**config.mk**
```make
export PLATFORM = sky130hd
export DESIGN_NAME = mem_arbiter
export DESIGN_NICKNAME = d
export VERILOG_FILES = /design/src/source/cpc_mem_pkg.sv /design/src/source/mem_arbiter.sv
export SDC_FILE = /design/constraint.sdc
export NUM_CORES = 1
export LEC_CHECK = 0
export BUFFER_PORTS_ARGS = -buffer_cell sky130_fd_sc_hd__buf_2
export CORE_MARGIN = 8
export CORE_UTILIZATION = 36
export CTS_BUF_LIST = sky130_fd_sc_hd__clkbuf_2 sky130_fd_sc_hd__clkbuf_4 sky130_fd_sc_hd__clkbuf_8
export CTS_CLUSTER_SIZE = 12
export DETAILED_ROUTE_END_ITERATION = 8
export PLACE_DENSITY = 0.85
export SYNTH_ARGS = -nofsm -noshare
export SYNTH_HDL_FRONTEND = slang
export SYNTH_SLANG_ARGS = --single-unit
```
**constraint.sdc**
```tcl
create_clock -name clk_sys -period 3.8 [get_ports clk_sys]
set_input_delay 0.19 -clock clk_sys [delete_from_list [all_inputs] [get_ports clk_sys]]
set_output_delay 0.19 -clock clk_sys [all_outputs]
set_load 0.005 [all_outputs]
```
**src/source/cpc_mem_pkg.sv**
```systemverilog
/*
 * Shared widths, types and constants of the CPC memory subsystem.
 * The byte store spans 16 MiB. Bit 23 of an address selects the tape region.
 * Page numbers are 9 bits. Bit 8 selects the upper 4 MiB of expansion ROM.
 */

package cpc_mem_pkg;

	typedef logic [23:0]  mem_addr_t;    // Byte store address
	typedef logic [7:0]   mem_data_t;    // One byte
	typedef logic [24:0]  ioctl_addr_t;  // Host download address
	typedef logic [8:0]   page_t;        // 16 KiB page number
	typedef logic [255:0] rom_map_t;     // One flag per upper ROM page
	typedef logic [15:0]  file_ext_t;    // Last two extension chars

	// In-page offset, 16 KiB pages
	localparam int PAGE_OFFSET_W = 14;

	// Host download indices
	localparam logic [7:0] IDX_ROM  = 8'd0;
	localparam logic [7:0] IDX_EXT  = 8'd3;
	localparam logic [7:0] IDX_TAPE = 8'd4;

	////////////////////////////////////////////////////////////////////////////
	// Fixed pages of the ROM set
	////////////////////////////////////////////////////////////////////////////

	localparam page_t PAGE_OS        = 9'h000;
	localparam page_t PAGE_BASIC     = 9'h100;
	localparam page_t PAGE_AMSDOS    = 9'h107;
	localparam page_t PAGE_MF2       = 9'h0ff;
	localparam page_t PAGE_BAD_EXT   = 9'h1ee;  // Unused page, malformed ext
	localparam page_t PAGE_COMBO_END = 9'h1ff;

	// Address bit that marks the tape region
	localparam int TAPE_BASE_BIT = 23;

endpackage

```
**src/source/mem_arbiter.sv**
```systemverilog
/*
 * Fixed priority sharing of the byte store: loader, then CPU, then tape.
 * Loader and CPU are never delayed. A CPU access in the same cycle as a
 * loader write is lost, and the CPU is ignored during machine_reset.
 */

`timescale 1ns/1ps

module mem_arbiter (
	input  logic                   clk_sys,
	input  logic                   reset,
	input  logic                   machine_reset,
	input  logic                   boot_wr,
	input  cpc_mem_pkg::mem_addr_t boot_addr,
	input  cpc_mem_pkg::mem_data_t boot_data,
	input  logic                   cpu_rd,
	input  logic                   cpu_wr,
	input  cpc_mem_pkg::mem_addr_t cpu_addr,
	input  cpc_mem_pkg::mem_data_t cpu_dout,
	input  logic                   tape_rd,
	input  cpc_mem_pkg::mem_addr_t tape_addr,
	output cpc_mem_pkg::mem_data_t cpu_din,
	output logic                   tape_ack,
	output cpc_mem_pkg::mem_data_t tape_data,
	output logic                   store_we,
	output cpc_mem_pkg::mem_addr_t store_addr,
	output cpc_mem_pkg::mem_data_t store_wdata,
	input  cpc_mem_pkg::mem_data_t store_rdata
);
	import cpc_mem_pkg::*;

	logic      cpu_go, tape_go;
	logic      last_cpu_rd, last_tape;  // Who owns store_rdata this cycle
	mem_data_t cpu_hold, tape_hold;

	assign cpu_go  = (cpu_rd | cpu_wr) & ~machine_reset & ~boot_wr;
	// Tape only in idle cycles, and not again while its last ack is in flight
	assign tape_go = tape_rd & ~last_tape & ~boot_wr & ~cpu_rd & ~cpu_wr;

	assign store_we    = boot_wr | (cpu_go & cpu_wr);
	assign store_wdata = boot_wr ? boot_data : cpu_dout;

	always_comb begin
		if (boot_wr)      store_addr = boot_addr;
		else if (tape_go) store_addr = tape_addr;
		else              store_addr = cpu_addr;
	end

	////////////////////////////////////////////////////////////////////////////
	// Read data steering
	////////////////////////////////////////////////////////////////////////////

	assign cpu_din   = last_cpu_rd ? store_rdata : cpu_hold;
	assign tape_data = last_tape ? store_rdata : tape_hold;

	always_ff @(posedge clk_sys) begin
		if (reset) begin
			last_cpu_rd <= 1'b0;
			last_tape   <= 1'b0;
			tape_ack    <= 1'b0;
		end else begin
			last_cpu_rd <= cpu_go & cpu_rd;
			last_tape   <= tape_go;
			if (tape_go) tape_ack <= ~tape_ack;  // Seen with the data next cycle
		end
	end

	always_ff @(posedge clk_sys) begin
		if (last_cpu_rd) cpu_hold  <= store_rdata;
		if (last_tape)   tape_hold <= store_rdata;
	end

endmodule

```
; ---- Yosys cells after proc, flatten, opt, wreduce, memory -nomap -nowiden
; Index checks and enable logic that the tools add are counted.
; Widths: inputs -> output; s select.
[classes]
addsub = 0
multipliers = 0
div = 0
magnitude_cmp = 0
n_eq_ne = 0
shift = 0
mux = 5
bitwise = 16
n_reduce_logical = 0
[ops]
columns = operator, n
row1 = $mux 24, 2
row2 = $mux 8, 3
row3 = $and 1x1->1, 8
row4 = $not 1->1, 6
row5 = $or 1x1->1, 2
[word_totals]
reg_bits = 19
latch_bits = 0
ram_bits = 0
mem_bits_ro = 0
input_bits = 103
output_inout_bits = 50
elab_cells = 26
memories = 0

; ---- Logic depth before layout (Yosys ltp)
[logic_depth]
depth_word = 7
mapped_depth = 6
depth_no_buf = 3

; ---- Worst setup path before layout
; No wires, ideal clock.
[synth_path]
path_kind = register to output
start = register last_tape
end = output port store_addr[10]
t_arrival_ps = 1215
path_slack_ps = 2395
path_stages_with_launch = 6
path_buffers = 2
cell_sequence = dfxtp_1 -> buf_6 -> nor4b_4 -> nor2_1 -> buf_6 -> a221o_1
[synth_via]
elab_chain_len = 7
[synth_lines]
columns = element, line
row1 = from (decl), mem_arbiter.sv:33  ; logic last_cpu_rd, last_tape;
row2 = from (signal assigned), mem_arbiter.sv:63  ; last_tape <= tape_go;
row3 = $not 1->1, mem_arbiter.sv:38  ; assign tape_go = tape_rd & ~last_tape & ~boot_wr & ~cpu_rd & ~cpu_wr;
row4 = $and 1x1->1 (4 in a row), mem_arbiter.sv:38
row5 = $mux 24, mem_arbiter.sv:45  ; else if (tape_go) store_addr = tape_addr;
row6 = $mux 24, mem_arbiter.sv:44  ; if (boot_wr) store_addr = boot_addr;
row7 = to (decl), mem_arbiter.sv:26  ; output cpc_mem_pkg::mem_addr_t store_addr,
; No other way between the ends.

; ---- Worst setup path in the final report
[layout_path]
start = register last_tape
end = output port store_addr[5]
; The elaborated chain is that of the path after synthesis.

==> flow_summary.ini <==
[floorplan]
core_um2 = 3310
die_h_um = 74.5
die-area_um2 = 5550
io_pins = 153
start_util_pct = 37.2
rows = 21
die_w_um = 74.5

[layout]
fin_cells = 304
drive_above_1_share_pct = 72.5
area_growth_syn_to_layout_pct = 61.6
antenna_cells = 0
final_nets = 362

[synth]
netlist_top_cells_area = dfxtp_1 (31%), mux2_2 (22%), a221o_1 (16%)
synth-edff-count = 0
async_reset_ff_share_pct = 0
syn_area_um2 = 1230
netlist_instances = 112
synth_common_cells = and2_1 (24), mux2_2 (24), a221o_1 (20), dfxtp_1 (19), buf_6 (7)
synth_area_per_cell_um2 = 11.0
synth.largest_area_cell = dfxtp_1
synth-seq-area-share_pct = 30.9
synth.distinct_cells = 17
syn_nets = 215
synth_top_area_share_pct = 30.9
synth_ff_type = dfxtp_1
synth_seq_cells = 19
yosysWarnings = 0

[setup_path]
path_class = register to output pin
arrival_ns = 1.94
startpoint_type = register
crit_fanout = 26
max_stage_delay_ns = 0.54
slowest_stage = nor2b_4
crit_path_cell_trace = nor4b_4, nor2b_4, a221o_1, buf_2
cp_top_family = simple AND/OR/NAND/NOR gates
crit_buf_inv = 1
required_ns = 3.61
endpoint_kind = output pin

[global_route]
met2_usage_pct = 31.9
met1_usage_pct = 16.2
top_usage_layer = met2
first_global_vias = 1607
antenna_found_initial = 0
grt_max_degree = 37
grt_usage_pct = 17.1
use_met3_pct = 7.82
grt_overflow = 0
grt_pass1_wl_um = 7360

[drt]
ant_nets = 0
drt_pass1_iterations = 4
routed_wl_um = 5090
vias_per_cell = 4.81
drtIter0Drc = 50
post_drt_wl_per_cell_um = 16.7
drc = 0
dr_total_vias = 1463

[power]
ir_worst_vdd_uv = 105
power_density_nw_per_um2 = 295
p_leak_nw = 1.07

[min_path]
worstHoldPathType = input port to register

[cts]
path_clk_slew_ns = 0.10
numCtsBuffers = 3
clock_latency_ns = 0.28
cts_sinks = 19
cts_tree = yes
cts_hold_buf = 0
ctsResizeCount = 0
cts_htree_levels = 1
cts_setup_buffers = 0
cts_root_buffer = clkbuf_4
clockBufferDepth = 2

[sta]
hold_viol_final = 0
period_share_pct = 55.9
worst_slew_pin_slew_ns = 0.558
rsz0062_at_grt = false
clock_skew_ns = 0.00644
drv_slew = 0
setup_viol = 0
slew_headroom_pct = 62.7
fmaxAchievable_mhz = 470
setup_tns_ns = 0
fin_crit_ns = 2.13

[placement]
port_buffers = 152
dpl.cell_count = 300
gp_congestion = 0.939
hpwl_um = 4530

[flow_run]
maxCapViolations = 0

[outcome]
status = complete, no violations
-- cell usage in the layout (no fill, tap or decap), types with 2 or more instances in the layout --
master,synthesis,layout
buf_2,1,152
and2_1,24,24
mux2_2,24,24
a221o_1,20,20
dfxtp_1,19,19
a221o_2,4,4
clkbuf_4,0,3
nor2_1,2,2
-- metal layers --
layer  routed length (um)  vias to the layer above
li1                     -                      719
met1                 1720                      658
met2                 2670                       82
met3                  638                        4
met4                   63                        0
met5                    0                        -
-- flip-flops by register name (all words and copies together), names as in the netlist --
register,flops
cpu_hold,8
tape_hold,8
last_cpu_rd,1
last_tape,1
tape_ack,1
-- final timing paths --
kind | start | to | slack, ns | cells past startpoint
worst max-delay path | last_tape$_SDFF_PP0_ | store_addr[5] | 1.67 | 4
worst min-delay path | machine_reset | last_cpu_rd$_SDFF_PP0_ | 0.09 | 2
worst max register to register | last_tape$_SDFF_PP0_ | tape_ack$_SDFFE_PP0N_ | 2.06 | 3
worst min register to register | tape_hold[1]$_DFF_P_ | tape_hold[1]$_DFF_P_ | 0.48 | 1
-- worst register-to-register path: stages, from the launching register on --
cell     delay [ns]
dfxtp_1        0.45
nor4b_4        0.27
nor2b_4        0.54
mux2_1         0.37
-- through the flow --
stage	util, %	hold WS (ns)	total power, mW	cell area (um^2)	setup WS (ns)
finish	60.1	0.0884	0.587	1990	1.67
global route	60.1	0.0761	0.628	1990	1.49
CTS	60.1	0.0779	0.596	1990	1.61
detailed placement	59.3	0.396	0.501	1960	1.96
global placement	59.3	0.379	0.492	1960	2.00
floorplan	-	0.267	0.366	1230	2.40
-- cell families after synthesis --
logic type	after synthesis	synth area share, %
and+or+nand+nor	31	17.7
AOI/OAI and AO/OA	25	20.5
muxes	25	22.9
DFF	19	30.9
buffers and inverters	12	8.03
-- final cells by class --
| class | instances | area, um^2 |
|---|---|---|
| Fill cell | 307 | 1320 |
| Timing Repair Buffer | 153 | 768 |
| Sequential cell | 19 | 380 |
| Clock buffer | 3 | 22.5 |
| Tap cell | 46 | 57.6 |
| Clock inverter | 1 | 5.00 |
| Inverter | 1 | 3.75 |
| Multi-Input combinational cell | 81 | 752 |
-- where the power goes --
group	switching [mW]	internal, mW	leakage [nW]
Clock	0.0558	0.0390	0.0177
Sequential	0.0110	0.240	0.159
Combinational	0.0966	0.144	0.894
No activity file was read; power rests on OpenSTA's default activity.
