<file path="src/source/cpc_mem_pkg.sv">
/*
 * Shared widths, types and constants of the CPC memory subsystem.
 * The byte store spans 16 MiB. Bit 23 of an address selects the tape region.
 * Page numbers are 9 bits. Bit 8 selects the upper 4 MiB of expansion ROM.
 */

package cpc_mem_pkg;

	typedef logic [23:0]  mem_addr_t;    // Byte store address
	typedef logic [7:0]   mem_data_t;    // One byte
	typedef logic [24:0]  ioctl_addr_t;  // Host download address
	typedef logic [8:0]   page_t;        // 16 KiB page number
	typedef logic [255:0] rom_map_t;     // One flag per upper ROM page
	typedef logic [15:0]  file_ext_t;    // Last two extension chars

	// In-page offset, 16 KiB pages
	localparam int PAGE_OFFSET_W = 14;

	// Host download indices
	localparam logic [7:0] IDX_ROM  = 8'd0;
	localparam logic [7:0] IDX_EXT  = 8'd3;
	localparam logic [7:0] IDX_TAPE = 8'd4;

	////////////////////////////////////////////////////////////////////////////
	// Fixed pages of the ROM set
	////////////////////////////////////////////////////////////////////////////

	localparam page_t PAGE_OS        = 9'h000;
	localparam page_t PAGE_BASIC     = 9'h100;
	localparam page_t PAGE_AMSDOS    = 9'h107;
	localparam page_t PAGE_MF2       = 9'h0ff;
	localparam page_t PAGE_BAD_EXT   = 9'h1ee;  // Unused page, malformed ext
	localparam page_t PAGE_COMBO_END = 9'h1ff;

	// Address bit that marks the tape region
	localparam int TAPE_BASE_BIT = 23;

endpackage

</file>
<file path="src/source/rom_loader.sv">
/*
 * Maps host downloads into the byte store, one cycle behind ioctl_wr.
 * The expansion page is decoded once, on the rising edge of ioctl_download.
 * ROM set blocks 4 to 7 (second model bank) are dropped.
 */

`timescale 1ns/1ps

module rom_loader (
	input  logic                     clk_sys,
	input  logic                     reset,
	input  logic                     ioctl_download,
	input  logic [7:0]               ioctl_index,
	input  cpc_mem_pkg::file_ext_t   ioctl_file_ext,
	input  logic                     ioctl_wr,
	input  cpc_mem_pkg::ioctl_addr_t ioctl_addr,
	input  cpc_mem_pkg::mem_data_t   ioctl_dout,
	output logic                     boot_wr,
	output cpc_mem_pkg::mem_addr_t   boot_addr,
	output cpc_mem_pkg::mem_data_t   boot_data,
	output logic                     machine_reset,
	output logic                     tape_loading,
	output cpc_mem_pkg::mem_addr_t   tape_last,
	output cpc_mem_pkg::rom_map_t    rom_map
);
	import cpc_mem_pkg::*;

	logic      rom_dl, ext_dl, tape_dl;
	logic      old_download, old_wr;
	logic      combo;
	logic      map_ok;
	page_t     page, map_page;
	mem_addr_t map_addr;
	logic [4:0] digit_hi, digit_lo;

	// {valid, nibble} of one ASCII hex digit
	function automatic logic [4:0] hex_digit(input logic [7:0] c);
		logic [4:0] r;
		r = 5'd0;
		if (c >= "0" && c <= "9") r = {1'b1, c[3:0]};
		else if (c >= "A" && c <= "F") r = {1'b1, c[3:0] + 4'd9};
		return r;
	endfunction

	assign rom_dl   = ioctl_download & (ioctl_index == IDX_ROM);
	assign ext_dl   = ioctl_download & (ioctl_index == IDX_EXT);
	assign tape_dl  = ioctl_download & (ioctl_index == IDX_TAPE);
	assign digit_hi = hex_digit(ioctl_file_ext[15:8]);
	assign digit_lo = hex_digit(ioctl_file_ext[7:0]);
	assign tape_loading = tape_dl;

	////////////////////////////////////////////////////////////////////////////
	// Download address mapping
	////////////////////////////////////////////////////////////////////////////

	always_comb begin
		map_ok   = rom_dl | ext_dl | tape_dl;
		map_page = PAGE_OS;
		if (ext_dl) begin
			map_page = {page[8], page[7:0] + ioctl_addr[PAGE_OFFSET_W +: 8]};
		end else begin
			case (ioctl_addr[$bits(ioctl_addr_t)-1:PAGE_OFFSET_W])
				11'd0:   map_page = PAGE_OS;
				11'd1:   map_page = PAGE_BASIC;
				11'd2:   map_page = PAGE_AMSDOS;
				11'd3:   map_page = PAGE_MF2;
				default: map_ok = tape_dl;  // Second bank and beyond
			endcase
		end
		if (tape_dl) map_addr = {1'b1, ioctl_addr[TAPE_BASE_BIT-1:0]};
		else         map_addr = {1'b0, map_page, ioctl_addr[PAGE_OFFSET_W-1:0]};
	end

	always_ff @(posedge clk_sys) begin
		boot_addr <= map_addr;
		boot_data <= ioctl_dout;
	end

	////////////////////////////////////////////////////////////////////////////
	// Control state
	////////////////////////////////////////////////////////////////////////////

	always_ff @(posedge clk_sys) begin
		machine_reset <= reset | rom_dl | ext_dl;  // Hold the machine off the bus
		if (reset) begin
			boot_wr      <= 1'b0;
			old_download <= 1'b0;
			old_wr       <= 1'b0;
			combo        <= 1'b0;
			page         <= PAGE_OS;
			tape_last    <= '0;
			rom_map      <= '0;
		end else begin
			boot_wr      <= ioctl_wr & map_ok;
			old_download <= ioctl_download;
			old_wr       <= ioctl_wr;
			if (tape_dl && ioctl_wr) tape_last <= map_addr;

			// Byte just written, boot_addr still holds its target
			if (ext_dl && old_wr && !ioctl_wr) begin
				if (boot_addr[22]) rom_map[boot_addr[21:PAGE_OFFSET_W]] <= 1'b1;
				if (combo && &boot_addr[PAGE_OFFSET_W-1:0]) begin
					combo <= 1'b0;
					page  <= PAGE_COMBO_END;
				end
			end

			if (!old_download && ext_dl) begin
				combo <= 1'b0;
				if (ioctl_file_ext == "ZZ") begin
					page <= PAGE_OS;
				end else if (ioctl_file_ext == "Z0") begin
					page  <= PAGE_OS;
					combo <= 1'b1;  // OS page then upper ROMs
				end else if (digit_hi[4] && digit_lo[4]) begin
					page <= {1'b1, digit_hi[3:0], digit_lo[3:0]};
				end else begin
					page <= PAGE_BAD_EXT;
				end
			end
		end
	end

endmodule

</file>
<file path="config.mk">
export PLATFORM = sky130hd
export DESIGN_NAME = rom_loader
export DESIGN_NICKNAME = d
export VERILOG_FILES = /design/src/source/cpc_mem_pkg.sv /design/src/source/rom_loader.sv
export SDC_FILE = /design/constraint.sdc
export NUM_CORES = 1
export LEC_CHECK = 0
export BUFFER_PORTS_ARGS = -buffer_cell sky130_fd_sc_hd__buf_2
export CORE_MARGIN = 8
export CORE_UTILIZATION = 50
export DETAILED_ROUTE_END_ITERATION = 16
export PLACE_DENSITY = 0.79
export SLEW_MARGIN = 30
export SYNTH_ARGS = -nofsm -noshare
export SYNTH_HDL_FRONTEND = slang
export SYNTH_SLANG_ARGS = --single-unit
export TNS_END_PERCENT = 20
</file>
<file path="constraint.sdc">
create_clock -name clk_sys -period 4.55 [get_ports clk_sys]
set_input_delay 0.455 -clock clk_sys [delete_from_list [all_inputs] [get_ports clk_sys]]
set_output_delay 0.455 -clock clk_sys [all_outputs]
set_load 0.01 [all_outputs]
</file>
# Word-level counts from Yosys, hierarchy flattened
# Cells that the tools add are included.
# op_classes
shift	0
n_bitwise	9
add_sub_neg	3
order_cmp	10
div_mod_pow	0
n_mux	22
n_mul	0
eq_ne	7
n_reduce_logical	21
# op_table
cell	count
256-bit OR	1
9-bit two-way mux	6
16-bit by 15-bit == test with 1-bit output (second input constant)	2
9-bit one-hot mux with 3 select lines	1
24-bit two-way mux	1
11-bit by 2-bit == test with 1-bit output (second input constant)	2
5-bit two-way mux	4
8-bit by 6-bit greater-or-equal comparator with 1-bit output (second input constant)	2
8-bit by 7-bit greater-or-equal comparator with 1-bit output (second input constant)	2
8-bit by 6-bit less-or-equal comparator with 1-bit output (second input constant)	2
8-bit by 7-bit less-or-equal comparator with 1-bit output (second input constant)	2
14-bit AND reduction	1
11-bit by 1-bit == test with 1-bit output (second input constant)	1
1-bit logical AND	11
11-bit logical NOT	1
8-bit by 9-bit less-than comparator with 1-bit output (second input constant)	1
4-bit adder (second input constant)	2
8-bit adder	1
1-bit demux with 8-bit select	1
8-bit by 2-bit == test with 1-bit output (second input constant)	1
8-bit by 3-bit == test with 1-bit output (second input constant)	1
8-bit by 1-bit greater-or-equal comparator with 1-bit output (second input constant)	1
8-bit logical NOT	1
1-bit two-way mux	8
other kinds (7)	16
# word_totals
n_memories	0
elab_cells	82
input_bits	61
ramBits	0
latchBits	0
romBits	0
regBits	326

# Depth between registers and ports, before layout
# depth
depth_word	9
ltp_mapped	9
ltp_nobuf	9

# Worst setup path before layout
# No wires, ideal clock.
# synth_path
path_kind	input to output
from	input ioctl_index[3]
to	output tape_loading
path_slack_ps	2478
n_path_buf	2
stages	5
required_ps	4095
t_arrival_ps	1617
cell_sequence	nor4_4 > and2_1 > and3_1 > buf_4 > clkbuf_1
# synth_between
elab_chain_cells	2
# synth_lines
item	line	text
from (decl)	rom_loader.sv:13	input logic [7:0] ioctl_index,
8-bit by 3-bit == test with 1-bit output	rom_loader.sv:47	assign tape_dl = ioctl_download & (ioctl_index == IDX_TAPE);
1-bit AND	rom_loader.sv:47	
to (decl)	rom_loader.sv:22	output logic tape_loading,
# Every way passes these cells.

# Worst setup path after layout
# layout_path
from	register boot_addr[16]
to	register rom_map[60]
# layout_between
elab_chain_cells	5
elab_cells_between_ends	6
cone_classes	order compare (2); mux (2); bitwise (1); reduce/logical (1)
# layout_lines
item	line	text
from (decl)	rom_loader.sv:19	output cpc_mem_pkg::mem_addr_t boot_addr,
from (signal assigned)	rom_loader.sv:75	boot_addr <= map_addr;
8-bit by 9-bit less-than comparator with 1-bit output (implied by the code) / 8-bit by 1-bit greater-or-equal comparator with 1-bit output (equally long branches)	rom_loader.sv:101	if (boot_addr[22]) rom_map[boot_addr[21:PAGE_OFFSET_W]] <= 1'b1;
1-bit logical AND (implied by the code)	rom_loader.sv:101	
1-bit two-way mux (implied by the code)	rom_loader.sv:101	
1-bit demux with 8-bit select (*)	rom_loader.sv:101	
256-bit OR (no source line) (*)	-	
to (signal assigned)	rom_loader.sv:92	rom_map <= '0;
to (signal, indexed assignment)	rom_loader.sv:101	
to (decl)	rom_loader.sv:24	output cpc_mem_pkg::rom_map_t rom_map
# Every way passes the cells marked *; elsewhere a longest branch is shown, timed or not.
# A chain may end at the register's enable or synchronous reset.

==> out/qor.csv <==
stage;metric;value;unit
outcome;status;finished clean;
sta;Worst Skew;0.03172;ns
routing;total wire length;39.18;mm
clocking;Hold Buf Count CTS;0;
place;post-DP HPWL;27.73;mm
setup_path;critical path class;flop to flop;
pwr;VDD IR max;0.0002830;V
synthesis;Post-Synth XOR/XNOR Area;0.6343;%
pwr;Pint;4577;uW
setup_path;WP buf/inv;0;
routing;DR WL/cell;20.75;um
setup_path;Critical Path, Cell by Cell;nand2_1 -> nor3_1 -> nor2b_2 -> a21oi_1 -> nor2_1;
sta;worst slew pin tran;0.9832;ns
synthesis;Seq/Total Area, Yosys;59.08;%
sta;Setup violations, final;0;
setup_path;Critical Path AT;2.75;ns
synthesis;adder-cell share of the synthesized area;2.107;%
setup_path;Critical Path Max Stage Delay;0.80;ns
place;routability cong.;0.9074;
synthesis;Unique masters post-synth;58;
synthesis;EDFF count, synth;0;
finish;final-stage net count;1666;
synthesis;Synth Flop Type;dfxtp_1;
setup_path;Worst Path Max Fanout;14;
sta;Slew HR;34.16;%
routing;DR pass1 iterations;6;
finish;Core Util, Final;65.96;%
routing;ANT nets after route;0;
clocking;CTS tree;done;
setup_path;delay-heaviest family, CP;simple AND/OR/NAND/NOR gates;
finish;Antenna Cells;0;
synthesis;simple-gate share of the synthesized area;18.18;%
synthesis;Yosys top cell area share;59.08;%
routing;detailed-route via count;10430;
sta;final worst-path cycle share;51.10;%
clocking;Clock Path Buffers;3;
sta;Fmax achieved;430.1;MHz
worst_hold_path;Hold WC Path Type;input port to flop;
setup_path;Slowest cell on crit path;nor2b_2;
clocking;root buffer selected by CTS;clkbuf_16;
pwr;Gate power share;2.6;%
synthesis;cell taking the most area after synthesis;dfxtp_1;
clocking;Clock Latency Late Sink;0.52;ns
synthesis;Mean Syn Cell Area;8.996;sq um
sta;Final Hold Viols;0;
sta;min Tclk post-route;2.325;ns
synthesis;Net Count, Synth;1307;
floorplanning;core area;21760;sq um
pwr;sequential share of power;49.5;%
clocking;H-Tree Depth;2;
floorplanning;Die Y;164.6;um
clocking;Worst-path clk slew;0.06;ns
sta;Slew Viols, Final;0;
pwr;Leak;0.006625;uW
pwr;switching part of the total power;21.18;%
setup_path;CP startpoint kind;flop;
place;I/O Buffers;375;
routing;DRC;0;
clocking;post_cts resized;0;
finish;share of cells above drive strength 1;30.10;%
synthesis;main combinational cell family by area after synthesis;simple AND/OR/NAND/NOR gates;
setup_path;Crit. End Element;flop;
routing;DRT iter0 DRCs;984;
floorplanning;die width;164.6;um
grt;GRT overflow;0;
synthesis;mux cell area share after synthesis;0.3851;%
grt;antenna violations before repair;0;
finish;number of fill cells;1753;
clocking;CTS buffer count;34;
pwr;power consumption;5807;uW
grt;pin count of the biggest net entering global routing;164;
grt;vias in the first global route;10160;
synthesis;Synth Area in Compound Gates;16.30;%
pwr;Cell Pwr Density;404.7;nW/um^2
synthesis;Syn Std Cell Area;11050;sq um
sta;Setup TNS;0;ns
sta;unrepaired setup endpoints after global routing;no;
clocking;post-CTS setup buffers;0;
floorplanning;effective utilization at floorplan;50.78;%
floorplanning;IO Count;376;
synthesis;Synth async-reset ratio;0;%
pwr;share of power burned in the clock network;48.0;%
synthesis;Gate Count Post-Synth;1228;
grt;gr usage total;27.48;%
finish;Synth-to-Final Area Change;29.91;%
job;maxcap violations;0;
floorplanning;Die ar.;27110;sq um
grt;first-pass GRT wire length;57.76;mm
finish;Design Area, Final;14350;sq um
clocking;CTS Sinks;326;
floorplanning;cell row count;54;
synthesis;Area contributors post-synth;dfxtp_1 59%, a21oi_1 13%, nor2_1 9.9%;
setup_path;Req. time, crit path;4.97;ns
synthesis;synthesized flop and latch total;326;
pwr;Psw;1230;uW
place;placed cell area;13220;sq um
routing;drt via density;5.525;
synthesis;Synth Warn #;0;
-- Yosys cell counts (2+ instances only) --
library cell	count
buf_4	5
dfxtp_1	326
xor2_1	3
o211ai_1	4
and3b_1	2
clkbuf_1	52
nor4_1	2
mux2i_1	2
nor3b_1	5
a31oi_1	2
nor2b_1	9
nor3_2	5
a22oi_1	3
nor4_4	2
nand4bb_1	3
nand3b_1	2
nand2_1	67
and2_1	4
nor3_1	19
nor2_1	292
nor2_4	3
buf_2	17
a21o_1	2
nand2b_1	8
o21bai_1	3
o32ai_1	2
and3_1	3
a21oi_1	292
o211a_1	2
o2111ai_1	2
nand4_1	7
xnor2_1	5
nand3_1	4
ha_1	17
inv_1	9
mux2_2	2
a22o_1	5
o21a_1	2
o21ai_0	15
-- logic make-up (layout without fill, tap and decap cells) --
logic type      count (synthesis)  in the layout
compound gates                340            340
mux                             4              4
xor+xnor                        8              8
flops                         326            326
fa+ha+maj                      18             18
simple gates                  447            447
buf+inv                        85            465
-- placed cells by master (no fill, tap or decap), types with 6 or more instances in the layout --
cell       synthesis  routed
a21oi_1          292     292
buf_2             17     374
buf_4              5      23
clkbuf_16          0      34
clkbuf_8           0       8
dfxtp_1          326     326
ha_1              17      17
inv_1              9       9
nand2_1           67      67
nand2b_1           8       8
nand4_1            7       7
nor2_1           292     291
nor2b_1            9       6
nor3_1            19      10
nor3_2             5      11
o21ai_0           15      15
-- power by group through the flow --
stage / combinational [uW] / sequential, uW / clock [uW]
2_1_floorplan: 73.1 / 2940 / 0
3_3_place_gp: 145 / 2940 / 0
4_1_cts: 148 / 2870 / 2820
3_5_place_dp: 148 / 2940 / 0
6_report: 149 / 2870 / 2780
5_1_grt: 162 / 2870 / 2930
-- registers in the layout, summed over array words and instances (netlist names) --
| register | count |
|---|---|
| old_download | 1 |
| combo | 1 |
| rom_map | 256 |
| tape_last | 24 |
| old_wr | 1 |
| machine_reset | 1 |
| boot_wr | 1 |
| boot_addr | 24 |
| page | 9 |
| boot_data | 8 |
-- final cells by class --
class / instances / area (sq um) / share of cell area [%]
Sequential cell: 326 / 6526 / 45.48
Multi-Input combinational cell: 817 / 4239 / 29.54
Timing Repair Buffer: 399 / 2078 / 14.48
Clock buffer: 45 / 962.2 / 6.704
Tap cell: 280 / 350.3 / 2.441
Clock inverter: 12 / 161.4 / 1.125
Inverter: 9 / 33.78 / 0.2354
-- path summary, 6_finish.rpt --
kind                                startpoint       endpoint  slack, ns  cells after the start
worst max-delay path             boot_addr[16]    rom_map[60]       2.23                      5
worst min-delay path            ioctl_addr[13]  boot_addr[13]       0.05                      1
worst max register to register   boot_addr[16]    rom_map[60]       2.23                      5
worst min register to register    tape_last[3]   tape_last[3]       0.46                      2
-- through the flow --
| step | hold WS (ns) | cells | setup WS, ns |
|---|---|---|---|
| 6_report | 0.05272 | 1888 | 2.225 |
| 5_1_grt | 0.04717 | 1888 | 2.024 |
| 4_1_cts | 0.03848 | 1888 | 2.029 |
| 3_5_place_dp | 0.4470 | 1831 | 1.834 |
| 3_3_place_gp | 0.4394 | 1831 | 1.789 |
| 2_1_floorplan | 0.4407 | 1228 | 2.478 |
-- routing by layer --
layer / GRT usage [%] / wire length, um
met1: 31.21 / 14370
met2: 47.88 / 19010
met5: 0 / 0
met4: 11.38 / 1360
met3: 7.627 / 4436
Note: power is estimated with default switching activity, not from simulation.
