**src/source/cpc_mem_pkg.sv**
```systemverilog
/*
 * Shared widths, types and constants of the CPC memory subsystem.
 * The byte store spans 16 MiB. Bit 23 of an address selects the tape region.
 * Page numbers are 9 bits. Bit 8 selects the upper 4 MiB of expansion ROM.
 */

package cpc_mem_pkg;

	typedef logic [23:0]  mem_addr_t;    // Byte store address
	typedef logic [7:0]   mem_data_t;    // One byte
	typedef logic [24:0]  ioctl_addr_t;  // Host download address
	typedef logic [8:0]   page_t;        // 16 KiB page number
	typedef logic [255:0] rom_map_t;     // One flag per upper ROM page
	typedef logic [15:0]  file_ext_t;    // Last two extension chars

	// In-page offset, 16 KiB pages
	localparam int PAGE_OFFSET_W = 14;

	// Host download indices
	localparam logic [7:0] IDX_ROM  = 8'd0;
	localparam logic [7:0] IDX_EXT  = 8'd3;
	localparam logic [7:0] IDX_TAPE = 8'd4;

	////////////////////////////////////////////////////////////////////////////
	// Fixed pages of the ROM set
	////////////////////////////////////////////////////////////////////////////

	localparam page_t PAGE_OS        = 9'h000;
	localparam page_t PAGE_BASIC     = 9'h100;
	localparam page_t PAGE_AMSDOS    = 9'h107;
	localparam page_t PAGE_MF2       = 9'h0ff;
	localparam page_t PAGE_BAD_EXT   = 9'h1ee;  // Unused page, malformed ext
	localparam page_t PAGE_COMBO_END = 9'h1ff;

	// Address bit that marks the tape region
	localparam int TAPE_BASE_BIT = 23;

endpackage

```
**src/source/tape_fetch.sv**
```systemverilog
/*
 * Serves tape image bytes on toggle handshakes from the player.
 * Requests wait while a tape image is being downloaded.
 * tape_end stays set until the next tape download.
 */

`timescale 1ns/1ps

module tape_fetch (
	input  logic                   clk_sys,
	input  logic                   reset,
	input  logic                   tape_loading,
	input  cpc_mem_pkg::mem_addr_t tape_last,
	input  logic                   tape_data_req,
	input  logic                   tape_ack,
	input  cpc_mem_pkg::mem_data_t tape_data,
	output logic                   tape_rd,
	output cpc_mem_pkg::mem_addr_t tape_addr,
	output logic                   tape_data_ack,
	output cpc_mem_pkg::mem_data_t tape_dout,
	output logic                   tape_end
);
	import cpc_mem_pkg::*;

	logic [TAPE_BASE_BIT-1:0] play_ofs;  // Offset inside the tape region
	logic                     old_ack;
	logic                     ack_seen;
	logic                     req_pending;

	assign tape_addr   = {1'b1, play_ofs};
	assign ack_seen    = tape_ack ^ old_ack;
	assign req_pending = tape_data_req ^ tape_data_ack;

	always_ff @(posedge clk_sys) begin
		if (reset) begin
			play_ofs      <= '0;
			old_ack       <= 1'b0;
			tape_rd       <= 1'b0;
			tape_data_ack <= 1'b0;
			tape_end      <= 1'b0;
		end else begin
			old_ack <= tape_ack;
			if (tape_loading) begin
				play_ofs <= '0;  // Rewind for the new image
				tape_rd  <= 1'b0;
				tape_end <= 1'b0;
			end else if (tape_rd && ack_seen) begin
				tape_data_ack <= tape_data_req;
				tape_rd       <= 1'b0;
				play_ofs      <= play_ofs + 1'b1;
			end else if (!tape_rd && req_pending) begin
				if (tape_addr <= tape_last) tape_rd  <= 1'b1;
				else                        tape_end <= 1'b1;  // No ack past the end
			end
		end
	end

	// Byte for the player, held until the next ack
	always_ff @(posedge clk_sys) begin
		if (tape_rd && ack_seen) begin
			tape_dout <= tape_data;
		end
	end

endmodule

```
**config.mk**
```make
export PLATFORM = sky130hd
export DESIGN_NAME = tape_fetch
export DESIGN_NICKNAME = d
export VERILOG_FILES = /design/src/source/cpc_mem_pkg.sv /design/src/source/tape_fetch.sv
export SDC_FILE = /design/constraint.sdc
export NUM_CORES = 1
export LEC_CHECK = 0
export ABC_AREA = 1
export BUFFER_PORTS_ARGS = -buffer_cell sky130_fd_sc_hd__clkbuf_2
export CAP_MARGIN = 40
export CORE_MARGIN = 2
export CORE_UTILIZATION = 51
export DETAILED_ROUTE_END_ITERATION = 8
export GPL_ROUTABILITY_DRIVEN = 1
export HOLD_SLACK_MARGIN = 0.02
export PLACE_DENSITY = 0.79
export SYNTH_ARGS = -nofsm -noshare
export SYNTH_HDL_FRONTEND = slang
export SYNTH_SLANG_ARGS = --single-unit
```
**constraint.sdc**
```tcl
create_clock -name clk_sys -period 1.9 [get_ports clk_sys]
set_clock_uncertainty 0.05 [all_clocks]
set_input_delay 0.285 -clock clk_sys [delete_from_list [all_inputs] [get_ports clk_sys]]
set_output_delay 0.285 -clock clk_sys [all_outputs]
set_load 0.01 [all_outputs]
```
After elaboration in Yosys (flattened, before gate mapping)
Cells that the tools add are included.

Register bits after elaboration: 35. Logic and storage cells: 21. Input port bits: 37. Output and inout port bits: 35.

Order comparisons: 1. Bitwise gates (word level): 5. Add/subtract/negate cells: 1. Reduce and logical (&&, ||, !) cells: 8.

Operators with widths (count): $le A24 B24 Y1 (1); $add A23 B1 Y23 const B (1); $reduce_and A2 Y1 (2); $not A1 Y1 (3); $reduce_and A3 Y1 (1); $reduce_or A3 Y1 (1); $logic_and A1 B1 Y1 (2); $reduce_or A2 Y1 (1); $xor A1 B1 Y1 (2); $logic_not A1 Y1 (1).

Depth between registers and ports, before layout
Gate-level depths: netlist of run 1.

Word-level depth: 4. Mapped depth: 14. Mapped depth without buffers: 14.

Least setup slack after synthesis of run 1
OpenSTA, ideal clock, no wires.

Kind: reg-to-reg. Start point: reg play_ofs[9]. End point: reg play_ofs[16]. Stages on the path, launching flop included: 7. Period minus slack after synthesis: 1.492 ns. Buffers on the path: 0. Setup slack: 0.408 ns. Required time: 1.737 ns. Data arrival time: 1.329 ns. Setup time: 0.113 ns. Cell sequence: dfxtp_1 -> nand2_1 -> nor3_4 -> nand3_1 -> nor3_1 -> and2_1 -> nor2_1.

Cells in the longest elaborated chain, start to end: 1.

RTL lines: start, declared (line tape_fetch.sv:25) `logic [TAPE_BASE_BIT-1:0] play_ofs;`; start signal, assigned (line tape_fetch.sv:50) `play_ofs <= play_ofs + 1'b1;`; $add A23 B1 Y23 (line tape_fetch.sv:50).

Every way passes these cells. A chain may end at the register's enable or synchronous reset.

Final worst setup path of run 1
Start point: reg play_ofs[13]. End point: reg tape_rd.

Cells in the longest elaborated chain, start to end: 2.

RTL lines: $le A24 B24 Y1 (line tape_fetch.sv:52) `if (tape_addr <= tape_last) tape_rd <= 1'b1;`; $reduce_and A2 Y1 (no source line); end signal, assigned (line tape_fetch.sv:45) `tape_rd <= 1'b0;`; end signal, assigned (line tape_fetch.sv:49) `tape_rd <= 1'b0;`; end signal, assigned (line tape_fetch.sv:52); end, declared (line tape_fetch.sv:17) `output logic tape_rd,`.

Every way passes these cells.

==> summary.md, run 1 <==
| Metric | Value |
|---|---|
| Ys flop type | `dfxtp_1` |
| Distinct cell type count after synthesis | `33` |
| WHS Endpoint | `tape_dout[6]` |
| Largest net degree at the start of global routing | `19` |
| Final setup viols | `0` |
| Maximum VDD drop | `314 uV` |
| Slew Viols, Final | `0` |
| Yosys warnings | `0` |
| Crit path buffers/inverters | `0` |
| Vias in the first global route | `1928` |
| Gr ovfl total | `0` |
| N_diodes | `0` |
| CTS resizes | `0` |
| Worst path max stage delay | `0.38 ns` |
| Max_cap viols | `0` |
| Fillers | `396` |
| Seq. cell area | `781 um2` |
| Final Hold Viols | `0` |
| # rows | `24` |
| Reg-to-reg slack, setup | `0.29 ns` |
| CP endpoint kind | `flop` |
| Die X | `70.2 um` |
| Starting Density | `52.0%` |
| CP max FO | `7` |
| Avg Inst Size Synth | `7.34 um2` |
| TritonCTS buffer count | `5` |
| Critical Path Start | `play_ofs[13]` |
| Port-buffer cells | `70` |
| Setup TNS Final | `0 ns` |
| RSZ-0062 raised after global routing | `no` |
| Final period utilization | `84.8%` |
| Multi-input logic area | `0.00121 mm2` |
| Area grow syn2layout | `21.9%` |
| Layout cells sized above 1 | `24.9%` |
| DRT Wirelength | `4.68 mm` |
| Via count of the routed design | `2116` |
| CTS tree | `done` |
| Clock Latency Late Sink | `0.29 ns` |
| Critical Path AT | `1.75 ns` |
| Slowest cell on the critical path | `dfxtp_1` |
| Iteration count of the initial detailed-routing pass | `4` |
| Post-CTS Setup Repair Bufs | `0` |
| Total track usage | `20.7%` |
| Mapped Area | `0.00223 mm2` |
| CP delay by family, top | `simple AND/OR/NAND/NOR gates` |
| Number of synthesized flops with an enable pin | `8` |
| CP cell instances | `ha_1, nand2_1, nor2_1, nand4_1, nor2_1, nand2_1, nand3_1, nand2_1, nand2_1, a21oi_1` |
| I/O pin count | `72` |
| Die Y | `70.2 um` |
| Static Leakage | `0.00147 uW` |
| Hold buffers post-CTS | `0` |
| Hold-critical path depth | `1` |
| Worst hold path startpoint | `tape_data[6]` |
| Status | `complete, no violations` |
| R2R cell count | `10` |
| Final worst path period need | `1.61 ns` |
| First DRT Iteration DRCs | `86` |
| Power Total | `1420 uW` |
| Routed vias/inst | `4.89` |
| PwrDens | `522 mW/mm2` |
| Global-route wire length before repair | `8.22 mm` |
| Clock sink count | `35` |
| Fraction of registers with async set or reset after synthesis | `0%` |
| Crit path launch type | `flop` |
| Post-route ant nets | `0` |
| Core Area | `0.00429 mm2` |
| H-tree depth | `2` |
| Cell mode on critical path | `nand2_1` |
| Part of the Yosys area used for sequential elements | `35.0%` |
| Worst min path class | `input pin to flop` |
| Max clock buf depth | `2` |
| Layout Nets | `441` |
| Max Freq | `0.621 GHz` |
| Critical R2R Capture | `tape_rd` |
| Mapped Nets | `365` |
| Worst-path clk slew | `0.07 ns` |
| GPL Wtd Cong | `0.802` |
| Initial antenna violation count | `0` |
| Drt wl/cell | `10.8 um` |
| HPWL after detailed placement | `3.79 mm` |
| CP Data Required Time | `2.04 ns` |
| # DRC | `0` |
| Commonest non-fill, non-tap cells in the layout | `nand2_1 (70), clkbuf_2 (70), inv_1 (56)` |
| Die area | `0.00492 mm2` |
| FF-to-FF Start | `play_ofs[13]` |
| CTS Root Cell | `clkbuf_8` |
| Post-synthesis cell count | `304` |
| Crit Path Category | `flop to flop` |
| Synth Register Bits | `35` |
[worst max-delay path by stage]
| stage | to | slack [ns] | cells after the start |
|---|---|---|---|
| 3_3_place_gp | tape_rd | 0.31 | 12 |
| 3_5_place_dp | tape_rd | 0.26 | 12 |
| 2_1_floorplan | play_ofs[16] | 0.41 | 6 |
| 5_1_grt | tape_end | 0.08 | 9 |
| 4_1_cts | tape_rd | 0.29 | 10 |
| 6_report | tape_rd | 0.29 | 10 |
[worst reg2reg max path: stages, from the launching register on]
cell	delay, ns
dfxtp_1	0.38
ha_1	0.32
nand2_1	0.05
nor2_1	0.13
nand4_1	0.10
nor2_1	0.15
nand2_1	0.08
nand3_1	0.08
nand2_1	0.05
nand2_1	0.05
a21oi_1	0.05
[kinds of logic (layout without fill, tap and decap cells)]
kind of cell,after synthesis,count (layout),share of synthesized area (%)
buf+inv,61,138,10.8
xor+xnor,3,3,1.18
simple gates,141,141,30.3
flops,35,35,35.0
fa+ha+maj,24,24,13.5
other cells,1,1,0.168
compound gates,39,39,9.19
[Yosys cell counts, drive strengths merged (2+ instances only)]
cell type / count / area [um2]
dfxtp: 27 / 541
inv: 59 / 221
a21o: 2 / 15.0
nand4: 3 / 25.0
a21oi: 22 / 110
nand3: 11 / 67.6
xnor2: 2 / 17.5
nor2: 40 / 191
ha: 24 / 300
nand2: 74 / 298
nor3: 9 / 67.6
buf: 2 / 18.8
o21ai: 13 / 65.1
edfxtp: 8 / 240
[power by group]
part	switching [uW]	internal, uW	total, uW
clock	268	256	524
sequential	3.87	767	771
combinational	67.5	58.1	126
total	340	1080	1420
[per-layer routing]
metal	global-route usage [%]	share of wire, %	up-vias
li1	-	-	1110
met2	35.9	48	57
met3	4.76	5.7	5
met1	26.0	45	944
met4	5.13	1.1	0
met5	0	0	-
[stage by stage]
step           setup slack [ns]  utilization [%]  instance area [um2]  hold slack, ns  instances
6_report                  0.289             63.4                 2720           0.124        433
5_1_grt                  0.0838             63.4                 2720           0.110        433
4_1_cts                   0.287             63.4                 2720           0.119        433
3_5_place_dp              0.260             61.4                 2640           0.399        425
3_3_place_gp              0.309             61.4                 2640           0.399        425
2_1_floorplan             0.408                -                 2230           0.307        304
[registers in the layout (all words and copies together) (netlist names)]
name / count
tape_dout: 8
tape_end: 1
tape_data_ack: 1
play_ofs: 23
old_ack: 1
tape_rd: 1
[cell type report]
class / instances / share of cell area, %
Clock buffer: 6 / 2.67
Clock inverter: 2 / 0.460
Inverter: 59 / 8.14
Multi-Input combinational cell: 208 / 44.5
Sequential cell: 35 / 28.7
Tap cell: 52 / 2.39
Timing Repair Buffer: 71 / 13.1
No activity file was read; power rests on OpenSTA's default activity.
==> run 2, diff against run 1 <==
--- a/config.mk
+++ b/config.mk
@@ -5,15 +5,15 @@
 export SDC_FILE = /design/constraint.sdc
 export NUM_CORES = 1
 export LEC_CHECK = 0
-export ABC_AREA = 1
+export ABC_AREA = 0
 export BUFFER_PORTS_ARGS = -buffer_cell sky130_fd_sc_hd__clkbuf_2
 export CAP_MARGIN = 40
 export CORE_MARGIN = 2
-export CORE_UTILIZATION = 51
+export CORE_UTILIZATION = 45
 export DETAILED_ROUTE_END_ITERATION = 8
 export GPL_ROUTABILITY_DRIVEN = 1
 export HOLD_SLACK_MARGIN = 0.02
-export PLACE_DENSITY = 0.79
+export PLACE_DENSITY = 0.75
 export SYNTH_ARGS = -nofsm -noshare
 export SYNTH_HDL_FRONTEND = slang
 export SYNTH_SLANG_ARGS = --single-unit
==> constraint.sdc (replaced) <==
create_clock -name clk_sys -period 1.38 [get_ports clk_sys]
set_clock_uncertainty 0.05 [all_clocks]
set_input_delay 0.207 -clock clk_sys [delete_from_list [all_inputs] [get_ports clk_sys]]
set_output_delay 0.207 -clock clk_sys [all_outputs]
set_load 0.01 [all_outputs]
==> run 2 against run 1 <==
Effect of this change: the flow now finishes with violations (negative setup slack); synthesized cell count decreased by 27%; critical path depth decreased by 4; synthesized area decreased by 7.9%; routed wire length increased by 20%; highest routed layer unchanged; final area increased by 23%; combinational power increased by 79%; largest power group unchanged; first-iteration DRC count decreased by 8.1%; core utilization increased by 13 points.
==> summary.md, run 2 <==
| Metric | Value |
|---|---|
| Vias in the first global route | `1984 (+2.9%)` |
| Maximum VDD drop | `640 uV (+100%)` |
| Mapped Area | `0.00206 mm2 (-7.9%)` |
| Clock sink count | `35 (unchanged)` |
| Post-Synth XOR/XNOR Area | `9.80% (+8.6 points)` |
| Synth Register Bits | `35 (unchanged)` |
| Adder-Cell Fraction of Synth Area | `14.6% (+1.2 points)` |
| Hold-critical path depth | `1 (unchanged)` |
| Status | `complete, but fails checks` |
| Area leader, netlist | `dfxtp_1` |
| Compound-cell area share of the yosys netlist | `7.55% (-1.6 points)` |
| Final core occ | `76.5% (+13 points)` |
| Distinct cell type count after synthesis | `39 (+18%)` |
| Final period utilization | `134% (+49 points)` |
| R2R cell count | `6 (-4)` |
| Failing checks | `negative setup slack` |
| Largest net degree at the start of global routing | `14 (-5)` |
| CP delay by family, top | `simple AND/OR/NAND/NOR gates` |
| Critical Path AT | `1.97 ns (+0.22 ns)` |
| FF-to-FF Start | `play_ofs[22]` |
| Static Leakage | `0.00165 uW (+12%)` |
| Global-route wire length before repair | `8.61 mm (+4.8%)` |
| Iteration count of the initial detailed-routing pass | `4 (unchanged)` |
| Worst-path clk slew | `0.07 ns (about the same)` |
| Core Area | `0.00438 mm2 (+2.1%)` |
| WHS | `0.0451 ns (-0.0791 ns)` |
| Gr ovfl total | `0 (unchanged)` |
| Ys flop type | `dfxtp_1` |
| CTS tree | `done` |
| RSZ-0062 raised after global routing | `yes` |
| CP Depth | `6 (-4)` |
| Clock Latency Late Sink | `0.28 ns (about the same)` |
| GPL Wtd Cong | `0.829 (+3.3%)` |
| Setup TNS Final | `-5.35 ns (-5.35 ns)` |
| CP cell instances | `ha_4, nand4_4, nor4_4, nand2_2, o211a_1, o211a_1` |
| Layout Nets | `413 (-6.3%)` |
| Avg Inst Size Synth | `9.22 um2 (+26%)` |
| Initial antenna violation count | `0 (unchanged)` |
| Synth Area in Simple Gates | `24.0% (-6.2 points)` |
| Crit path buffers/inverters | `0 (unchanged)` |
| Post-synth top cells | `dfxtp_1 (27), inv_1 (27), nor2_1 (27)` |
| CP endpoint kind | `flop` |
| Mux cell area share after synthesis | `0% (unchanged)` |
| Mapped Nets | `284 (-22%)` |
| Critical Path Start | `play_ofs[22]` |
| Worst min path class | `input pin to flop` |
| Cell mode on critical path | `o211a_1` |
| Die Y | `71.6 um (+2.0%)` |
| Layout cells sized above 1 | `56.9% (+32 points)` |
| Die area | `0.00513 mm2 (+4.1%)` |
| PwrDens | `594 mW/mm2 (+14%)` |
| Post-synthesis cell count | `223 (-27%)` |
| Drt wl/cell | `13.9 um (+28%)` |
| Routed vias/inst | `5.03 (+3.0%)` |
| Setup ws final | `-0.468 ns (-0.757 ns)` |
| Slew Viols, Final | `0 (unchanged)` |
| Max clock buf depth | `2 (unchanged)` |
| CP Data Required Time | `1.51 ns (-0.53 ns)` |
| Largest register by flop count | `play_ofs` |
| Slowest cell on the critical path | `dfxtp_2` |
| Number of synthesized flops with an enable pin | `8 (unchanged)` |
| Final worst path period need | `1.85 ns (+0.237 ns)` |
| Share of the synthesized area in the top cell type | `26.3% (+2.1 points)` |
| Area grow syn2layout | `63.1%` |
| DRT Wirelength | `5.62 mm (+20%)` |
| HPWL after detailed placement | `4.03 mm (+6.1%)` |
| Via count of the routed design | `2038 (-3.7%)` |
| Worst path max stage delay | `0.34 ns (-0.04 ns)` |
| N_diodes | `0 (unchanged)` |
| Crit path launch type | `flop` |
| Total track usage | `21.1% (+0.44 points)` |
| Largest register FFs | `23 (unchanged)` |
| Post-route ant nets | `0 (unchanged)` |
| Port-buffer cells | `70 (unchanged)` |
| Die X | `71.6 um (+2.0%)` |
| Crit Path Category | `flop to flop` |
| # rows | `24 (unchanged)` |
| H-tree depth | `2 (unchanged)` |
| Final Hold Viols | `0 (unchanged)` |
| CP max FO | `3 (-4)` |
| Largest registers | `play_ofs x23, tape_dout x8` |
| # DRC | `0 (unchanged)` |
| Final setup viols | `33 (+33)` |
| TritonCTS buffer count | `5 (unchanged)` |
| Commonest non-fill, non-tap cell in the layout | `clkbuf_2` |
| Max_cap viols | `0 (unchanged)` |
| CTS Root Cell | `clkbuf_8` |
| First DRT Iteration DRCs | `79 (-8.1%)` |
| Yosys warnings | `0 (unchanged)` |
| Setup crit end | `tape_rd` |
| Starting Density | `46.9% (-5.1 points)` |
| Fraction of registers with async set or reset after synthesis | `0% (unchanged)` |
| Max Freq | `0.541 GHz (-13%)` |
| Largest family of logic cells by synthesized area | `simple AND/OR/NAND/NOR gates` |
| I/O pin count | `72 (unchanged)` |
| Critical R2R Capture | `tape_rd` |
| Reg-to-reg slack, setup | `-0.47 ns (-0.76 ns)` |
| Top cells by area, synth | `dfxtp_1 (26%), ha_1 (15%), edfxtp_1 (12%), xor2_1 (6.0%), inv_1 (4.9%)` |
| Commonest non-fill, non-tap cells in the layout | `clkbuf_2 (70), buf_4 (45), inv_1 (26)` |
| Part of the Yosys area used for sequential elements | `38.0% (+3.0 points)` |
[run 2: layout make-up]
class | instances | area (um2)
Sequential cell | 35 | 835
Timing Repair Buffer | 126 | 812
Multi-Input combinational cell | 157 | 1450
Tap cell | 52 | 65.1
Fill cell | 284 | 1030
Clock inverter | 2 | 11.3
Inverter | 27 | 105
Clock buffer | 6 | 72.6
[run 2: logic make-up after synthesis]
group                      count (synthesis)
xor gates and xnor gates                  23
adders and majority gates                 24
AOI/OAI and AO/OA                         26
other                                      1
DFF                                       35
buffers and inverters                     31
and+or+nand+nor                           83
[run 2: worst min path at each step]
stage | end | from | slack (ns)
2_1_floorplan | old_ack | reset | 0.22
3_3_place_gp | tape_dout[4] | tape_data[4] | 0.33
3_5_place_dp | tape_dout[3] | tape_data[3] | 0.34
4_1_cts | tape_dout[3] | tape_data[3] | 0.04
5_1_grt | tape_dout[3] | tape_data[3] | 0.03
6_report | tape_dout[2] | tape_data[2] | 0.05
[run 2: stage by stage]
step           total power [uW]  instances  setup WS [ns]  instance area [um2]
3_3_place_gp               1250        385         -0.400                 2930
4_1_cts                    1990        399         -0.437                 3150
3_5_place_dp               1250        385         -0.463                 2930
5_1_grt                    2080        405         -0.548                 3350
6_report                   1990        405         -0.468                 3350
2_1_floorplan              1150        223         -0.307                 2200
[run 2: timing repair]
action                                 in CTS  in global routing
gates resized for setup                    21                 32
endpoints found under the hold margin       0                  0
pin swaps                                  27                 25
setup endpoints to repair                  31                 34
hold buffers                                0                  0
setup buffers                               6                  9
[run 2: routing by layer]
metal	track usage [%]	vias up	wire, um
met2	36.1	61	2960
met1	26.2	948	2340
met4	7.34	0	62
met5	0	-	0
met3	4.92	8	259
li1	-	1021	-
[run 2: power breakdown]
group          leakage (uW)  switching, uW  internal (uW)
sequential         0.000303           4.19           1030
clock             0.0000455            374            354
combinational       0.00130            114            112
total               0.00165            493           1500
==> run 3, diff against run 2 <==
--- a/config.mk
+++ b/config.mk
@@ -9,11 +9,11 @@
 export BUFFER_PORTS_ARGS = -buffer_cell sky130_fd_sc_hd__clkbuf_2
 export CAP_MARGIN = 40
 export CORE_MARGIN = 2
-export CORE_UTILIZATION = 45
+export CORE_UTILIZATION = 54
 export DETAILED_ROUTE_END_ITERATION = 8
 export GPL_ROUTABILITY_DRIVEN = 1
 export HOLD_SLACK_MARGIN = 0.02
-export PLACE_DENSITY = 0.75
+export PLACE_DENSITY = 0.84
 export SYNTH_ARGS = -nofsm -noshare
 export SYNTH_HDL_FRONTEND = slang
 export SYNTH_SLANG_ARGS = --single-unit
==> constraint.sdc (replaced) <==
create_clock -name clk_sys -period 2.14 [get_ports clk_sys]
set_clock_uncertainty 0.05 [all_clocks]
set_input_delay 0.321 -clock clk_sys [delete_from_list [all_inputs] [get_ports clk_sys]]
set_output_delay 0.321 -clock clk_sys [all_outputs]
set_load 0.01 [all_outputs]
==> run 3 against run 2 <==
Effect of this change: the run now ends clean; clock-buffer cell count unchanged; critical path depth is the same; worst hold slack better by 0.12 ns; cell count shrank 14%; highest routed layer unchanged.
==> summary.md, run 3 (same netlist as run 2, synthesis figures left out) <==
| Metric | Value |
|---|---|
| Status | `complete, no violations` |
| Global-route wire length before repair | `6.85 mm (-20%)` |
| Final worst path period need | `2.05 ns (+0.202 ns)` |
| Critical Path AT | `2.18 ns (+0.21 ns)` |
| Dpl cells | `340 (-12%)` |
| Initial antenna violation count | `0 (unchanged)` |
| First DRT Iteration DRCs | `55 (-30%)` |
| Final period utilization | `95.8% (-38 points)` |
| # rows | `22 (-8.3%)` |
| Static Leakage | `0.00126 uW (-24%)` |
| Iteration count of the initial detailed-routing pass | `4 (unchanged)` |
| Port-buffer cells | `70 (unchanged)` |
| CTS resizes | `0 (-100%)` |
| HPWL after detailed placement | `3.35 mm (-17%)` |
| Max Freq | `0.488 GHz (-9.8%)` |
| Clock Latency Late Sink | `0.28 ns (about the same)` |
| CTS tree | `done` |
| Total track usage | `20.5% (-0.62 points)` |
| Commonest non-fill, non-tap cell in the layout | `clkbuf_2` |
| Largest registers | `play_ofs x23, tape_dout x8` |
| CP max FO | `4 (+1)` |
| Core Area | `0.00366 mm2 (-16%)` |
| Crit path launch type | `flop` |
| PwrDens | `475 mW/mm2 (-20%)` |
| Worst min path class | `input pin to flop` |
| Final Hold Viols | `0 (unchanged)` |
| Die X | `65.7 um (-8.2%)` |
| Vias in the first global route | `1625 (-18%)` |
| Via count of the routed design | `1754 (-14%)` |
| Largest register FFs | `23 (unchanged)` |
| Hold-critical path depth | `1 (unchanged)` |
| Slew Viols, Final | `0 (unchanged)` |
| Commonest non-fill, non-tap cells in the layout | `clkbuf_2 (70), inv_1 (27), nor2_1 (27), dfxtp_1 (27), ha_1 (24)` |
| Largest register by flop count | `play_ofs` |
| Max_cap viols | `0 (unchanged)` |
| Routed vias/inst | `5.04 (+0.16%)` |
| Hold buffers post-CTS | `0 (unchanged)` |
| Non-filler cells, final | `348 (-14%)` |
| # DRC | `0 (unchanged)` |
| Layout Nets | `360 (-13%)` |
| GPL Wtd Cong | `0.792 (-4.4%)` |
| RSZ-0062 raised after global routing | `no` |
| H-tree depth | `2 (unchanged)` |
| Post-CTS Setup Repair Bufs | `0 (-6)` |
| CP Data Required Time | `2.27 ns (+0.76 ns)` |
| Clock sink count | `35 (unchanged)` |
| Area grow syn2layout | `25.2%` |
| Starting Density | `56.2% (+9.3 points)` |
| Post-route ant nets | `0 (unchanged)` |
| Gr ovfl total | `0 (unchanged)` |
| I/O pin count | `72 (unchanged)` |
| Largest net degree at the start of global routing | `25 (+11)` |
| Die Y | `65.7 um (-8.2%)` |
| Crit Path Category | `flop to flop` |
| R2R cell count | `6 (unchanged)` |
| N_diodes | `0 (unchanged)` |
| CTS Root Cell | `clkbuf_8` |
| Die area | `0.00432 mm2 (-16%)` |
| Worst-path clk slew | `0.07 ns (about the same)` |
| Drt wl/cell | `12.0 um (-13%)` |
| Final setup viols | `0 (-100%)` |
| CP endpoint kind | `flop` |
| TritonCTS buffer count | `5 (unchanged)` |
| Layout cells sized above 1 | `31.7% (-25 points)` |
| Max clock buf depth | `2 (unchanged)` |
| Power Total | `1220 uW (-39%)` |
| Maximum VDD drop | `418 uV (-35%)` |
| DRT Wirelength | `4.18 mm (-26%)` |
-- run 3: changes by cell type in the layout (fill, tap and decap cells not counted), sizes merged --
cell      delta
clkinvlp     -1
clkinv       +1
buf         -53
-- run 3: final cells by class --
cell class                      count  area [um2]
Multi-Input combinational cell    157        1180
Fill cell                         314        1090
Sequential cell                    35         781
Timing Repair Buffer               73         373
Inverter                           27         101
Clock buffer                        6        72.6
Tap cell                           48        60.1
Clock inverter                      2        7.51
-- run 3: routing by layer --
metal	track usage, %	part of all wire (%)
met1	24.8	44
met3	4.62	5.2
met5	0	0
met4	7.03	0.72
met2	35.7	50
-- run 3: where the power goes --
| part | total [uW] | switching (uW) | internal, uW |
|---|---|---|---|
| combinational | 105 | 55.6 | 49.7 |
| sequential | 683 | 2.59 | 681 |
| clock | 434 | 213 | 221 |
-- run 3: critical path: stages, from the launching register on --
cell     delay (ns)
dfxtp_1        0.36
ha_1           0.33
nand4_2        0.18
nor4_4         0.35
nand2_2        0.11
o211a_1        0.27
o41ai_2        0.30
-- run 3: path summary, 6_finish.rpt --
check,startpoint,to,slack (ns)
max,play_ofs[21],tape_end,0.09
min,tape_data[7],tape_dout[7],0.17
max reg2reg,play_ofs[21],tape_end,0.09
min reg2reg,tape_data_ack,tape_data_ack,0.46
-- run 3: through the flow --
stage / util [%] / hold slack [ns] / setup TNS, ns / instance area (um2) / worst slack (ns)
floorplan: - / 0.340 / 0 / 2060 / 0.294
global placement: 67.5 / 0.413 / 0 / 2470 / 0.148
detailed placement: 67.5 / 0.450 / -0.000921 / 2470 / -0.000921
CTS: 69.7 / 0.157 / 0 / 2550 / 0.0324
global route: 70.3 / 0.155 / 0 / 2570 / 0.0154
finish: 70.3 / 0.167 / 0 / 2570 / 0.0903
